File: src/flash_ctrl_settings.svh
`ifndef FLASH_CTRL_SETTINGS_SVH
`define FLASH_CTRL_SETTINGS_SVH

// Command header
`define FLASH_ADDR_BYTES  4    // Address bytes after the opcode
`define FLASH_DUMMY_CLKS  8    // Dummy clocks before buffer read data

// Sector protection
`define FLASH_NUM_SECTORS 8
`define FLASH_SECTOR_LSB  16   // 64 KiB sectors

// Data buffer
`define FLASH_BUF_DEPTH   8
`define FLASH_BUF_AW      3    // Offset width

`endif

File: src/flash_ctrl_pkg.sv
`default_nettype none
`include "flash_ctrl_settings.svh"

package flash_ctrl_pkg;

   localparam int ADDR_W = `FLASH_ADDR_BYTES * 8;
   localparam int SECT_W = $clog2(`FLASH_NUM_SECTORS);

   typedef enum logic [7:0] {
      op_wr_disable = 8'h04,
      op_rd_status  = 8'h05,
      op_wr_enable  = 8'h06,
      op_protect    = 8'h36,
      op_unprotect  = 8'h39,
      op_rd_prot    = 8'h3C,
      op_buf_write  = 8'h84,
      op_buf_read   = 8'hD4
   } opcode_e;

   typedef enum logic [2:0] {
      st_opcode,
      st_addr,
      st_dummy,
      st_send,
      st_receive,
      st_idle
   } fsm_state_e;

   typedef enum logic [1:0] {
      src_status,
      src_prot,
      src_buffer
   } tx_src_e;

   typedef struct packed {
      logic       done;   // Last bit of a byte on si
      logic [7:0] data;
   } rx_byte_t;

   // Same address word, read as a sector number or as a buffer offset
   typedef union packed {
      struct packed {
         logic [ADDR_W-`FLASH_SECTOR_LSB-SECT_W-1:0] pad_hi;
         logic [SECT_W-1:0]                          idx;
         logic [`FLASH_SECTOR_LSB-1:0]               pad_lo;
      } sector;
      struct packed {
         logic [ADDR_W-`FLASH_BUF_AW-1:0] pad;
         logic [`FLASH_BUF_AW-1:0]        offset;
      } buffer;
   } flash_addr_u;

   typedef struct packed {
      logic              set;
      logic              clr;
      logic [SECT_W-1:0] sector;
   } prot_cmd_t;

   typedef struct packed {
      logic                     en;
      logic [`FLASH_BUF_AW-1:0] offset;
      logic [7:0]               data;
   } buf_wr_t;

   typedef struct packed {
      logic    load;
      tx_src_e src;
   } tx_ctrl_t;

endpackage

`default_nettype wire

File: src/spi_rx_shifter.sv
`timescale 1ns/1ps
`default_nettype none

module spi_rx_shifter (
   input  logic                     sck,
   input  logic                     cs,
   input  logic                     si,
   output flash_ctrl_pkg::rx_byte_t rx
);

   logic [2:0] bit_cnt;
   logic [6:0] shift_q;   // First seven bits of the current byte

   always_ff @(posedge sck or posedge cs) begin
      if (cs) begin
         bit_cnt <= '0;
         shift_q <= '0;
      end else begin
         bit_cnt <= bit_cnt + 3'd1;   // Wraps every byte
         shift_q <= {shift_q[5:0], si};
      end
   end

   // The full byte is visible while its 8th bit is on si
   assign rx.done = (bit_cnt == 3'd7);
   assign rx.data = {shift_q, si};

endmodule

`default_nettype wire

File: src/spi_cmd_fsm.sv
`timescale 1ns/1ps
`default_nettype none
`include "flash_ctrl_settings.svh"

module spi_cmd_fsm (
   input  logic                      sck,
   input  logic                      cs,
   input  flash_ctrl_pkg::rx_byte_t  rx,
   output flash_ctrl_pkg::prot_cmd_t prot_cmd,
   output flash_ctrl_pkg::buf_wr_t   buf_wr,
   output logic [`FLASH_BUF_AW-1:0]  rd_offset,
   output flash_ctrl_pkg::tx_ctrl_t  tx_ctrl,
   output logic                      wel
);

   localparam int CNT_W       = $clog2(`FLASH_ADDR_BYTES);
   localparam int DUMMY_BYTES = `FLASH_DUMMY_CLKS / 8;

   flash_ctrl_pkg::fsm_state_e      state_q, state_d;
   flash_ctrl_pkg::opcode_e         op_q;
   flash_ctrl_pkg::flash_addr_u     addr_q, addr_d;
   flash_ctrl_pkg::tx_ctrl_t        tx_d;
   logic [CNT_W-1:0]                cnt_q, cnt_d;
   logic [`FLASH_BUF_AW-1:0]        ptr_q, ptr_d, ptr_inc;
   logic [flash_ctrl_pkg::ADDR_W-1:0] addr_word;
   logic                            wel_d;

   assign ptr_inc   = (int'(ptr_q) == `FLASH_BUF_DEPTH - 1) ? '0 : ptr_q + 1'b1;
   assign rd_offset = ptr_q;

   // Address bytes arrive MSB first
   always_comb begin
      addr_word = addr_q;
      if (state_q == flash_ctrl_pkg::st_addr) begin
         addr_word[8*(`FLASH_ADDR_BYTES-1-cnt_q) +: 8] = rx.data;
      end
      addr_d = addr_word;
   end

   always_comb begin
      state_d  = state_q;
      cnt_d    = cnt_q;
      ptr_d    = ptr_q;
      wel_d    = wel;
      tx_d     = '{load: 1'b0, src: tx_ctrl.src};
      prot_cmd = '{set: 1'b0, clr: 1'b0, sector: addr_d.sector.idx};
      buf_wr   = '{en: 1'b0, offset: ptr_q, data: rx.data};
      if (rx.done) begin
         case (state_q)
            flash_ctrl_pkg::st_opcode: begin
               cnt_d   = '0;
               state_d = flash_ctrl_pkg::st_idle;   // Unknown or refused opcode
               case (flash_ctrl_pkg::opcode_e'(rx.data))
                  flash_ctrl_pkg::op_wr_enable:  wel_d = 1'b1;
                  flash_ctrl_pkg::op_wr_disable: wel_d = 1'b0;
                  flash_ctrl_pkg::op_rd_status: begin
                     state_d = flash_ctrl_pkg::st_send;
                     tx_d    = '{load: 1'b1, src: flash_ctrl_pkg::src_status};
                  end
                  flash_ctrl_pkg::op_rd_prot,
                  flash_ctrl_pkg::op_buf_read:   state_d = flash_ctrl_pkg::st_addr;
                  flash_ctrl_pkg::op_protect,
                  flash_ctrl_pkg::op_unprotect,
                  flash_ctrl_pkg::op_buf_write: begin
                     if (wel) begin
                        state_d = flash_ctrl_pkg::st_addr;
                     end
                  end
                  default: ;
               endcase
            end
            flash_ctrl_pkg::st_addr: begin
               cnt_d = cnt_q + 1'b1;
               if (int'(cnt_q) == `FLASH_ADDR_BYTES - 1) begin
                  cnt_d   = '0;
                  state_d = flash_ctrl_pkg::st_idle;
                  case (op_q)
                     flash_ctrl_pkg::op_protect,
                     flash_ctrl_pkg::op_unprotect: begin
                        prot_cmd.set = (op_q == flash_ctrl_pkg::op_protect);
                        prot_cmd.clr = (op_q == flash_ctrl_pkg::op_unprotect);
                        wel_d        = 1'b0;   // One protection change per write enable
                     end
                     flash_ctrl_pkg::op_rd_prot: begin
                        state_d = flash_ctrl_pkg::st_send;
                        tx_d    = '{load: 1'b1, src: flash_ctrl_pkg::src_prot};
                     end
                     flash_ctrl_pkg::op_buf_read: begin
                        state_d = flash_ctrl_pkg::st_dummy;
                        ptr_d   = addr_d.buffer.offset;
                     end
                     flash_ctrl_pkg::op_buf_write: begin
                        state_d = flash_ctrl_pkg::st_receive;
                        ptr_d   = addr_d.buffer.offset;
                     end
                     default: ;
                  endcase
               end
            end
            flash_ctrl_pkg::st_dummy: begin
               cnt_d = cnt_q + 1'b1;
               if (int'(cnt_q) == DUMMY_BYTES - 1) begin
                  state_d = flash_ctrl_pkg::st_send;
                  tx_d    = '{load: 1'b1, src: flash_ctrl_pkg::src_buffer};
               end
            end
            flash_ctrl_pkg::st_send: begin
               tx_d.load = 1'b1;   // Next byte of the same source
               if (tx_ctrl.src == flash_ctrl_pkg::src_buffer) begin
                  ptr_d = ptr_inc;
               end
            end
            flash_ctrl_pkg::st_receive: begin
               buf_wr.en = 1'b1;
               ptr_d     = ptr_inc;
            end
            default: ;
         endcase
      end
   end

   always_ff @(posedge sck or posedge cs) begin
      if (cs) begin
         state_q <= flash_ctrl_pkg::st_opcode;
         cnt_q   <= '0;
         tx_ctrl <= '{load: 1'b0, src: flash_ctrl_pkg::src_status};
      end else begin
         state_q <= state_d;
         cnt_q   <= cnt_d;
         tx_ctrl <= tx_d;
      end
   end

   // WEL survives cs like the rest of the device state
   always_ff @(posedge sck) begin
      wel    <= wel_d;
      ptr_q  <= ptr_d;
      addr_q <= addr_d;
      if (state_q == flash_ctrl_pkg::st_opcode && rx.done) begin
         op_q <= flash_ctrl_pkg::opcode_e'(rx.data);
      end
   end

endmodule

`default_nettype wire

File: src/sector_prot_regs.sv
`timescale 1ns/1ps
`default_nettype none
`include "flash_ctrl_settings.svh"

module sector_prot_regs (
   input  logic                      sck,
   input  flash_ctrl_pkg::prot_cmd_t prot_cmd,
   output logic                      is_protected
);

   logic [`FLASH_NUM_SECTORS-1:0] prot_q;   // One bit per sector

   always_ff @(posedge sck) begin
      if (prot_cmd.set) begin
         prot_q[prot_cmd.sector] <= 1'b1;
      end else if (prot_cmd.clr) begin
         prot_q[prot_cmd.sector] <= 1'b0;
      end
   end

   // Follows the addressed sector, also right after the address ends
   assign is_protected = prot_q[prot_cmd.sector];

endmodule

`default_nettype wire

File: src/data_buffer.sv
`timescale 1ns/1ps
`default_nettype none
`include "flash_ctrl_settings.svh"

module data_buffer (
   input  logic                     sck,
   input  flash_ctrl_pkg::buf_wr_t  buf_wr,
   input  logic [`FLASH_BUF_AW-1:0] rd_offset,
   output logic [7:0]               rd_data
);

   logic [7:0] mem [`FLASH_BUF_DEPTH];

   always_ff @(posedge sck) begin
      if (buf_wr.en) begin
         mem[buf_wr.offset] <= buf_wr.data;
      end
   end

   // Read is combinational so tx can load in the same cycle
   assign rd_data = mem[rd_offset];

endmodule

`default_nettype wire

File: src/spi_tx_shifter.sv
`timescale 1ns/1ps
`default_nettype none

module spi_tx_shifter (
   input  logic                     sck,
   input  logic                     cs,
   input  flash_ctrl_pkg::tx_ctrl_t tx_ctrl,
   input  logic                     wel,
   input  logic                     is_protected,
   input  logic [7:0]               buf_data,
   output logic                     so
);

   logic [7:0] tx_byte;
   logic [7:0] shift_q;

   always_comb begin
      case (tx_ctrl.src)
         flash_ctrl_pkg::src_status: tx_byte = {6'b0, wel, 1'b0};
         flash_ctrl_pkg::src_prot:   tx_byte = {8{is_protected}};   // FFh or 00h
         flash_ctrl_pkg::src_buffer: tx_byte = buf_data;
         default:                    tx_byte = 8'h00;
      endcase
   end

   // The MSB goes out directly in the load cycle, the rest from the register
   always_ff @(posedge sck or posedge cs) begin
      if (cs) begin
         shift_q <= '0;
      end else if (tx_ctrl.load) begin
         shift_q <= {tx_byte[6:0], 1'b0};
      end else begin
         shift_q <= {shift_q[6:0], 1'b0};   // Drains to zero when idle
      end
   end

   assign so = tx_ctrl.load ? tx_byte[7] : shift_q[7];

endmodule

`default_nettype wire

File: src/spi_flash_ctrl.sv
`timescale 1ns/1ps
`default_nettype none
`include "flash_ctrl_settings.svh"

module spi_flash_ctrl (
   input  logic sck,
   input  logic cs,
   input  logic si,
   output logic so
);

   flash_ctrl_pkg::rx_byte_t  rx;
   flash_ctrl_pkg::prot_cmd_t prot_cmd;
   flash_ctrl_pkg::buf_wr_t   buf_wr;
   flash_ctrl_pkg::tx_ctrl_t  tx_ctrl;
   logic [`FLASH_BUF_AW-1:0]  rd_offset;
   logic [7:0]                buf_data;
   logic                      wel;
   logic                      is_protected;

   spi_rx_shifter u_rx (
      .sck (sck),
      .cs  (cs),
      .si  (si),
      .rx  (rx)
   );

   spi_cmd_fsm u_fsm (
      .sck       (sck),
      .cs        (cs),
      .rx        (rx),
      .prot_cmd  (prot_cmd),
      .buf_wr    (buf_wr),
      .rd_offset (rd_offset),
      .tx_ctrl   (tx_ctrl),
      .wel       (wel)
   );

   sector_prot_regs u_prot (
      .sck          (sck),
      .prot_cmd     (prot_cmd),
      .is_protected (is_protected)
   );

   data_buffer u_buf (
      .sck       (sck),
      .buf_wr    (buf_wr),
      .rd_offset (rd_offset),
      .rd_data   (buf_data)
   );

   spi_tx_shifter u_tx (
      .sck          (sck),
      .cs           (cs),
      .tx_ctrl      (tx_ctrl),
      .wel          (wel),
      .is_protected (is_protected),
      .buf_data     (buf_data),
      .so           (so)
   );

endmodule

`default_nettype wire

File: config.mk
export PLATFORM = sky130hd
export DESIGN_NAME = spi_flash_ctrl
export DESIGN_NICKNAME = d
export VERILOG_FILES = /design/src/flash_ctrl_pkg.sv /design/src/spi_rx_shifter.sv /design/src/spi_cmd_fsm.sv /design/src/sector_prot_regs.sv /design/src/data_buffer.sv /design/src/spi_tx_shifter.sv /design/src/spi_flash_ctrl.sv
export VERILOG_INCLUDE_DIRS = /design/src
export SDC_FILE = /design/constraint.sdc
export NUM_CORES = 1
export LEC_CHECK = 0
export ABC_AREA = 1
export BUFFER_PORTS_ARGS = -buffer_cell sky130_fd_sc_hd__buf_2
export CAP_MARGIN = 20
export CORE_UTILIZATION = 58
export CTS_CLUSTER_DIAMETER = 40
export DETAILED_ROUTE_END_ITERATION = 6
export GPL_TIMING_DRIVEN = 0
export PLACE_DENSITY = 0.75
export SETUP_SLACK_MARGIN = 0.02
export SLEW_MARGIN = 10
export SYNTH_ARGS = -nofsm -noshare
export SYNTH_HDL_FRONTEND = slang
export SYNTH_SLANG_ARGS = --single-unit
File: constraint.sdc
create_clock -name sck -period 3.9 [get_ports sck]
set_input_delay 0.78 -clock sck [delete_from_list [all_inputs] [get_ports sck]]
set_output_delay 0.78 -clock sck [all_outputs]
set_load 0.01 [all_outputs]
[Word level (Yosys, flattened, before mapping)]
Memory sizes are Yosys's and may differ from the RTL's. A register that Yosys moved wholly into a read port is not among the register bits.
Index checks and enable logic that the tools add are counted.
Storage, ports and cells
  register bits: 78
  RAM bits: 64
  bits of input ports: 3
  output and inout port bits: 1
  word-level logic and storage cells: 118
  memories: 1
Memories
  u_buf.mem: depth 8, bits a word 8, read ports 1, clocked after Yosys merged registers in 1, write ports 1, RTL line data_buffer.sv:12  | logic [7:0] mem [`FLASH_BUF_DEPTH];
Cells by class
  add/sub/neg operators: 5
  magnitude comparators: 2
  equality and inequality tests: 30
  shifts and indexed selects: 2
  multiplexer cells: 44
  bitwise operators: 3
  reductions and logical operators: 18
Operators with widths (count)
  8-bit by 6-bit == test with 1-bit output, second input constant: 6
  3-bit 2-to-1 mux: 13
  3-bit one-hot mux with 3 select lines: 4
  32-bit negator with 34-bit output: 1
  8-bit by 34-bit variable shift with 32-bit output, first input constant: 1
  8-bit by 34-bit indexed part select with 32-bit output: 1
  32-bit bitwise mux: 1
  8-bit == test, second input constant: 4
  8-bit by 3-bit == test with 1-bit output, second input constant: 3
  8-bit 2-to-1 mux: 3
  8-bit one-hot mux with 3 select lines: 1
  19-bit 2-to-1 mux: 1
  2-bit one-hot mux with 3 select lines: 2
  2-bit 2-to-1 mux: 5
  2-bit inequality test, second input constant: 5
  5-bit AND reduction: 2
  1-bit 2-to-1 mux: 9
  8-bit bitwise AND: 1
  8-bit NOT: 1
  8-bit OR: 1
  3-bit by 1-bit adder with 3-bit output, second input constant: 2
  3-bit by 1-bit == test with 1-bit output, second input constant: 2
  3-bit by 2-bit == test with 1-bit output, second input constant: 2
  3-bit == test, second input constant: 2
  22 further kinds: 31

[Logic depth before layout (Yosys ltp)]
  depth after elaboration: 13
  gate-level depth with buffers: 15
  gate-level depth less buffers: 15

[Hierarchy]
From an unflattened synthesis, not the netlist that was laid out.
Second synthesis, totals
  cell total of the unflattened synthesis: 629
  area total of the unflattened synthesis: 5635.4 µm²
By module, submodules not included
  data_buffer: times used 1, cells each 295, area an instance 2890.3 µm², seq. area each 1921.8 µm²
  spi_cmd_fsm: times used 1, cells each 212, area an instance 1656.6 µm², seq. area each 680.7 µm²
  sector_prot_regs: times used 1, cells each 55, area an instance 424.2 µm², seq. area each 240.2 µm²
  spi_tx_shifter: times used 1, cells each 52, area an instance 374.1 µm², seq. area each 175.2 µm²
  spi_rx_shifter: times used 1, cells each 15, area an instance 290.3 µm², seq. area each 250.2 µm²

[Least setup slack after synthesis]
No wires, ideal clock.
  path type: flip-flop to output port
  start point: register u_fsm.cnt_q[0]
  end point: output port so
  data arrival time: 1.753 ns
  required time: 3.120 ns
  slack: 1.367 ns
  cell stages (with the launch flop): 16
  buffers on the path: 0
  cell sequence: dfrtp_1 > inv_1 > ha_1 > nand2_1 > nor2_1 > inv_1 > nand2_1 > nand2_1 > nor2_1 > nand3_1 > nand2_1 > nor2_2 > nand2_2 > nand2_1 > nand2_1 > nand2_1
On the way
  cells in the longest elaborated chain, start to end: 9
  elaborated cells between the ends (all ways): 10
  those cells by class: 2 x add/sub; 2 x shift; 6 x mux
RTL lines
  from (decl): RTL line spi_cmd_fsm.sv:23  | logic [CNT_W-1:0] cnt_q, cnt_d;
  from (signal assigned): RTL line spi_cmd_fsm.sv:129  | cnt_q <= cnt_d;
  2-bit by 2-bit subtractor with 3-bit output (no line) *
  32-bit negator with 34-bit output *: RTL line spi_cmd_fsm.sv:35  | addr_word[8*(`FLASH_ADDR_BYTES-1-cnt_q) +: 8] = rx.data;
  8-bit by 34-bit indexed part select with 32-bit output or 8-bit by 34-bit variable shift with 32-bit output (tied branches): RTL line spi_cmd_fsm.sv:35
  32-bit bitwise mux *: RTL line spi_cmd_fsm.sv:35
  19-bit 2-to-1 mux *: RTL line spi_cmd_fsm.sv:34  | if (state_q == flash_ctrl_pkg::st_addr) begin
  1-bit binary-select mux with 3-bit select *: RTL line sector_prot_regs.sv:22  | assign is_protected = prot_q[prot_cmd.sector];
  1-bit 2-to-1 mux (implied by the code) *: RTL line sector_prot_regs.sv:22
  8-bit one-hot mux with 3 select lines *: RTL line spi_tx_shifter.sv:18  | case (tx_ctrl.src)
  1-bit 2-to-1 mux *: RTL line spi_tx_shifter.sv:37  | assign so = tx_ctrl.load ? tx_byte[7] : shift_q[7];
  to (decl): RTL line spi_flash_ctrl.sv:9  | output logic so
Every way passes the cells marked *; elsewhere a longest branch is shown, timed or not. The select of a mux whose other input is x is not followed.

[Worst setup path after layout]
Same ends and word-level chain as after synthesis.

==> impl_summary.md <==
Logic synthesis
The synthesized design contains 118 register bits. In this run, synthesis inferred 84 flip-flops with an integrated enable. Of the synthesized area, sequential elements account for 0.648. The number of synthesis warnings is 0.

The most used flip-flop cell after synthesis is sky130_fd_sc_hd__edfxtp_1. The proportion of synthesized area in mux cells is 0. The simple-gate area share of the yosys netlist is 0.181. The xor/xnor share of the synthesized area is 0. Synthesis handed over a netlist of 492 instances. After synthesis, the netlist uses 33 different library cells. The post-synthesis average cell area is 10.4 um^2.

The post-synthesis compound-gate area fraction came to 0.102. In the synthesized netlist the async set-or-reset flop fraction comes to 0.212. The synthesized netlist occupies a cell area of 0.00513 mm^2.

The largest family of logic cells by synthesized area is simple AND/OR/NAND/NOR gates. The adder-cell area share of the yosys netlist is 0.0195. The number of nets in the synthesized netlist is 503.

Clock network
For the worst-skew pair, the clock arrives at the later sink with an insertion delay of 0.53 ns. The number of gates resized after CTS is 0. The number of clock sinks seen by CTS is 118. The total clock buffers created by CTS is 17. The post-CTS setup buffer count is 0. The count of hold-fix buffers inserted at cts is 0. TritonCTS built the clock tree.

The tree is rooted in a sky130_fd_sc_hd__clkbuf_8. In this run the deepest clock path goes through 2 buffers. The clock edge transition at the registers on the reported setup and hold paths is 0.06 ns. The clock tree synthesis step divided the H-tree into 4 levels.

Power and ir drop
The share of total power consumed by net switching is 0.187. The internal power of the cells totals 2.43 mW. The portion of total power attributed to combinational logic is 0.006. The share of power burned in registers is 0.457. Summed over all cells, the static leakage comes to 2.36 nW. The net switching power of the design is 0.556 mW. Dividing total power by cell area gives a power density of 502 mW/mm^2. The maximum vdd drop is 0.000343 V. The relative contribution of the clock network to total power is 0.537.

Routing
In the routed design, unresolved DRC markers number 0. For this run, the detailed router's first-pass iteration total came to 5. The number of DRC violations after detailed-routing iteration 0 is 316. Using the TritonRoute via totals, the vias-per-cell ratio works out to 5.83. The final layout contains routed wiring with a total length of 11100 um. The wire length per cell is 17.5 um.

The number of vias after detailed routing is 3705. The antenna violation net count after detailed routing is 0.

Worst setup path
By instance count, the cell type seen most on the critical path is sky130_fd_sc_hd__nand2_1. The worst stage delay on the critical path is 0.45 ns. The critical path startpoint category is a register.

Among all stages on the critical path, the largest delay is contributed by sky130_fd_sc_hd__dfrtp_1. Measured in cells, the most critical reg-to-reg path has a length of 7. The critical path class is reg2out.

The signal on the critical path passes through inv_1, ha_1, nand2_1, nor2_1, inv_1, nand2_1, nand2_1, nor2_1, nand3_1, nand2_1, nor2_2, nand2_2, nand2_1, nand2_1, nand2_1, buf_2. The worst path arrival time is 2.73 ns. Data on the critical path is required at its endpoint by 3.12 ns. The worst setup path is captured at an output pin. The maximum fanout along the worst path is 8.

GRT
The largest net degree at the start of global routing is 26. Across every metal layer, demand over resource in global routing totals 0.266. The first global-routing pass estimated 17300 um of wire. The remaining global-route overflow is 0. The number of antenna violations at the first check in global routing is 0. The via count of the first global-routing pass is 3543.

Layout
Fill cells in the final layout number 565. The area overhead of the layout relative to synthesis is 15.8%. After the last flow step, the layout net total stands at 528. The library cells used most frequently in the layout, excluding fill and tap cells, are sky130_fd_sc_hd__nand2_1 (90), sky130_fd_sc_hd__edfxtp_1 (84), sky130_fd_sc_hd__nor2_1 (73), sky130_fd_sc_hd__inv_1 (52), sky130_fd_sc_hd__o21ai_0 (44). The final cell area excluding filler cells is 0.00595 mm^2. The share of final-layout standard cells stronger than drive strength 1 is 0.100. The most frequent standard cell in the layout excluding fill and tap cells is sky130_fd_sc_hd__nand2_1. 0 antenna diodes ended up in the layout.

Timing
The maximum operating frequency is 0.285 GHz. In this run the tightest slew margin relative to its limit is 0.459. The transition time at the pin with the least slew margin is 0.808 ns. Setup repair after global routing left no endpoint under its margin. The setup total negative slack is 0 ns. The final number of hold-violating endpoints came to 0. The shortest clock period the worst path allows after layout is 3.51 ns. The worst clock skew is 0.00910 ns. The count of endpoints failing setup in the final report is 0. Of the available clock period, the critical path in the final layout requires 0.900.

The number of pins with negative max-slew slack in the final report is 0.

Placed design
The port buffer count is 3. The placer congestion estimate is 0.902. The HPWL reported at the end of detailed placement is 7160 um. The post-detailed-placement cell area is 0.00528 mm^2.

Floorplan
The top-level I/O count is 4. The effective utilization at floorplan is 0.613. The floorplan has 33 rows. The floorplan step defined a die boundary enclosing 0.00923 mm^2. The width of the die is 96.1 um. The floorplan core area is 0.00838 mm^2. The vertical die dimension is 96.1 um.

Run status
The run finished with clean final reports.

Min path
The worst min-delay path category is in2async.

Job
The max-capacitance violation count is 0.
==> power groups by stage <==
stage | combinational [mW] | sequential [mW] | clock [mW]
after floorplan | 0.00909 | 1.38 | 0
after global placement | 0.0143 | 1.39 | 0
after detailed placement | 0.0150 | 1.39 | 0
after CTS | 0.0151 | 1.36 | 1.60
after global routing | 0.0208 | 1.36 | 1.66
final | 0.0183 | 1.36 | 1.60
==> state kept, by name, indices dropped and copies added (netlist names), named ones only <==
| register | cells |
|---|---|
| u_buf.mem | 64 |
| u_fsm.addr_q | 6 |
| u_fsm.cnt_q | 2 |
| u_fsm.op_q | 8 |
| u_fsm.rd_offset | 3 |
| u_fsm.state_q | 3 |
| u_fsm.tx_ctrl | 3 |
| u_fsm.wel | 1 |
| u_rx.bit_cnt | 3 |
| u_rx.shift_q | 7 |
| u_tx.shift_q | 7 |
==> area by class of cell <==
type                    count  area [um^2]  area share
flip-flops and latches    118         3330       0.560
multi-input cells         307         1560       0.262
clock buffers              25          504      0.0848
inverters                  55          206      0.0347
well taps                 105          131      0.0221
clock inverters             7          116      0.0196
repair buffers              6         52.6     0.00884
plain buffers              12         47.5     0.00800
==> routing by layer <==
layer	wire, um	global-route usage	up-vias
met1	4450	0.351	1734
met5	0	0	-
li1	-	-	1765
met4	209	0.117	0
met3	1040	0.0735	24
met2	5450	0.411	182
==> final timing paths <==
kind                       slack (ns)       startpoint         endpoint
min in group sck                 0.42  u_rx.bit_cnt[0]  u_rx.bit_cnt[0]
min reg2reg                      0.42  u_rx.bit_cnt[0]  u_rx.bit_cnt[0]
max                              0.39   u_fsm.cnt_q[0]               so
max reg2reg                      1.46  u_rx.bit_cnt[0]  u_buf.mem[2][0]
min                              0.22               cs  u_tx.shift_q[7]
max in group asynchronous        3.25               cs  u_rx.shift_q[4]
==> Yosys cell counts, types with 6 or more instances <==
cell type                  count  area share
sky130_fd_sc_hd__ha_1          8       0.019
sky130_fd_sc_hd__edfxtp_1     84        0.49
sky130_fd_sc_hd__dfxtp_1       9       0.035
sky130_fd_sc_hd__nand2_1      90       0.066
sky130_fd_sc_hd__nand3_1      15       0.015
sky130_fd_sc_hd__nand4_1      10       0.012
sky130_fd_sc_hd__nor4_1        6      0.0073
sky130_fd_sc_hd__dfrtp_1      25        0.12
sky130_fd_sc_hd__clkbuf_1     10      0.0073
sky130_fd_sc_hd__o211ai_1     11       0.016
sky130_fd_sc_hd__o22ai_1       7      0.0085
sky130_fd_sc_hd__nor3_1        8      0.0078
sky130_fd_sc_hd__inv_1        52       0.038
sky130_fd_sc_hd__o21ai_0      44       0.043
sky130_fd_sc_hd__nor2_1       73       0.053
sky130_fd_sc_hd__o221ai_1      8       0.014
==> per-stage QoR <==
stage | hold WS [ns] | setup slack (ns) | std cells | power, mW | util
after global routing | 0.240 | 0.137 | 635 | 3.05 | 0.709
after floorplan | 0.401 | 1.37 | 492 | 1.39 | -
after global placement | 0.412 | 0.811 | 600 | 1.40 | 0.630
final | 0.216 | 0.389 | 635 | 2.98 | 0.709
after CTS | 0.431 | 0.351 | 632 | 2.98 | 0.704
after detailed placement | 0.415 | 0.766 | 600 | 1.40 | 0.630
==> cells by family (layout without fill, tap and decap cells) <==
family,Yosys count,in the layout
flops,118,118
fa+ha+maj,8,8
buf+inv,67,105
compound gates,85,85
simple gates,214,214
==> critical path, delay by kind of cell (launching register included) <==
family / cells / cell delay (ns)
DFF: 1 / 0.45
and+or+nand+nor: 12 / 1.12
buffers and inverters: 3 / 0.29
adders and majority gates: 1 / 0.33
(Power assumes the default switching activity.)
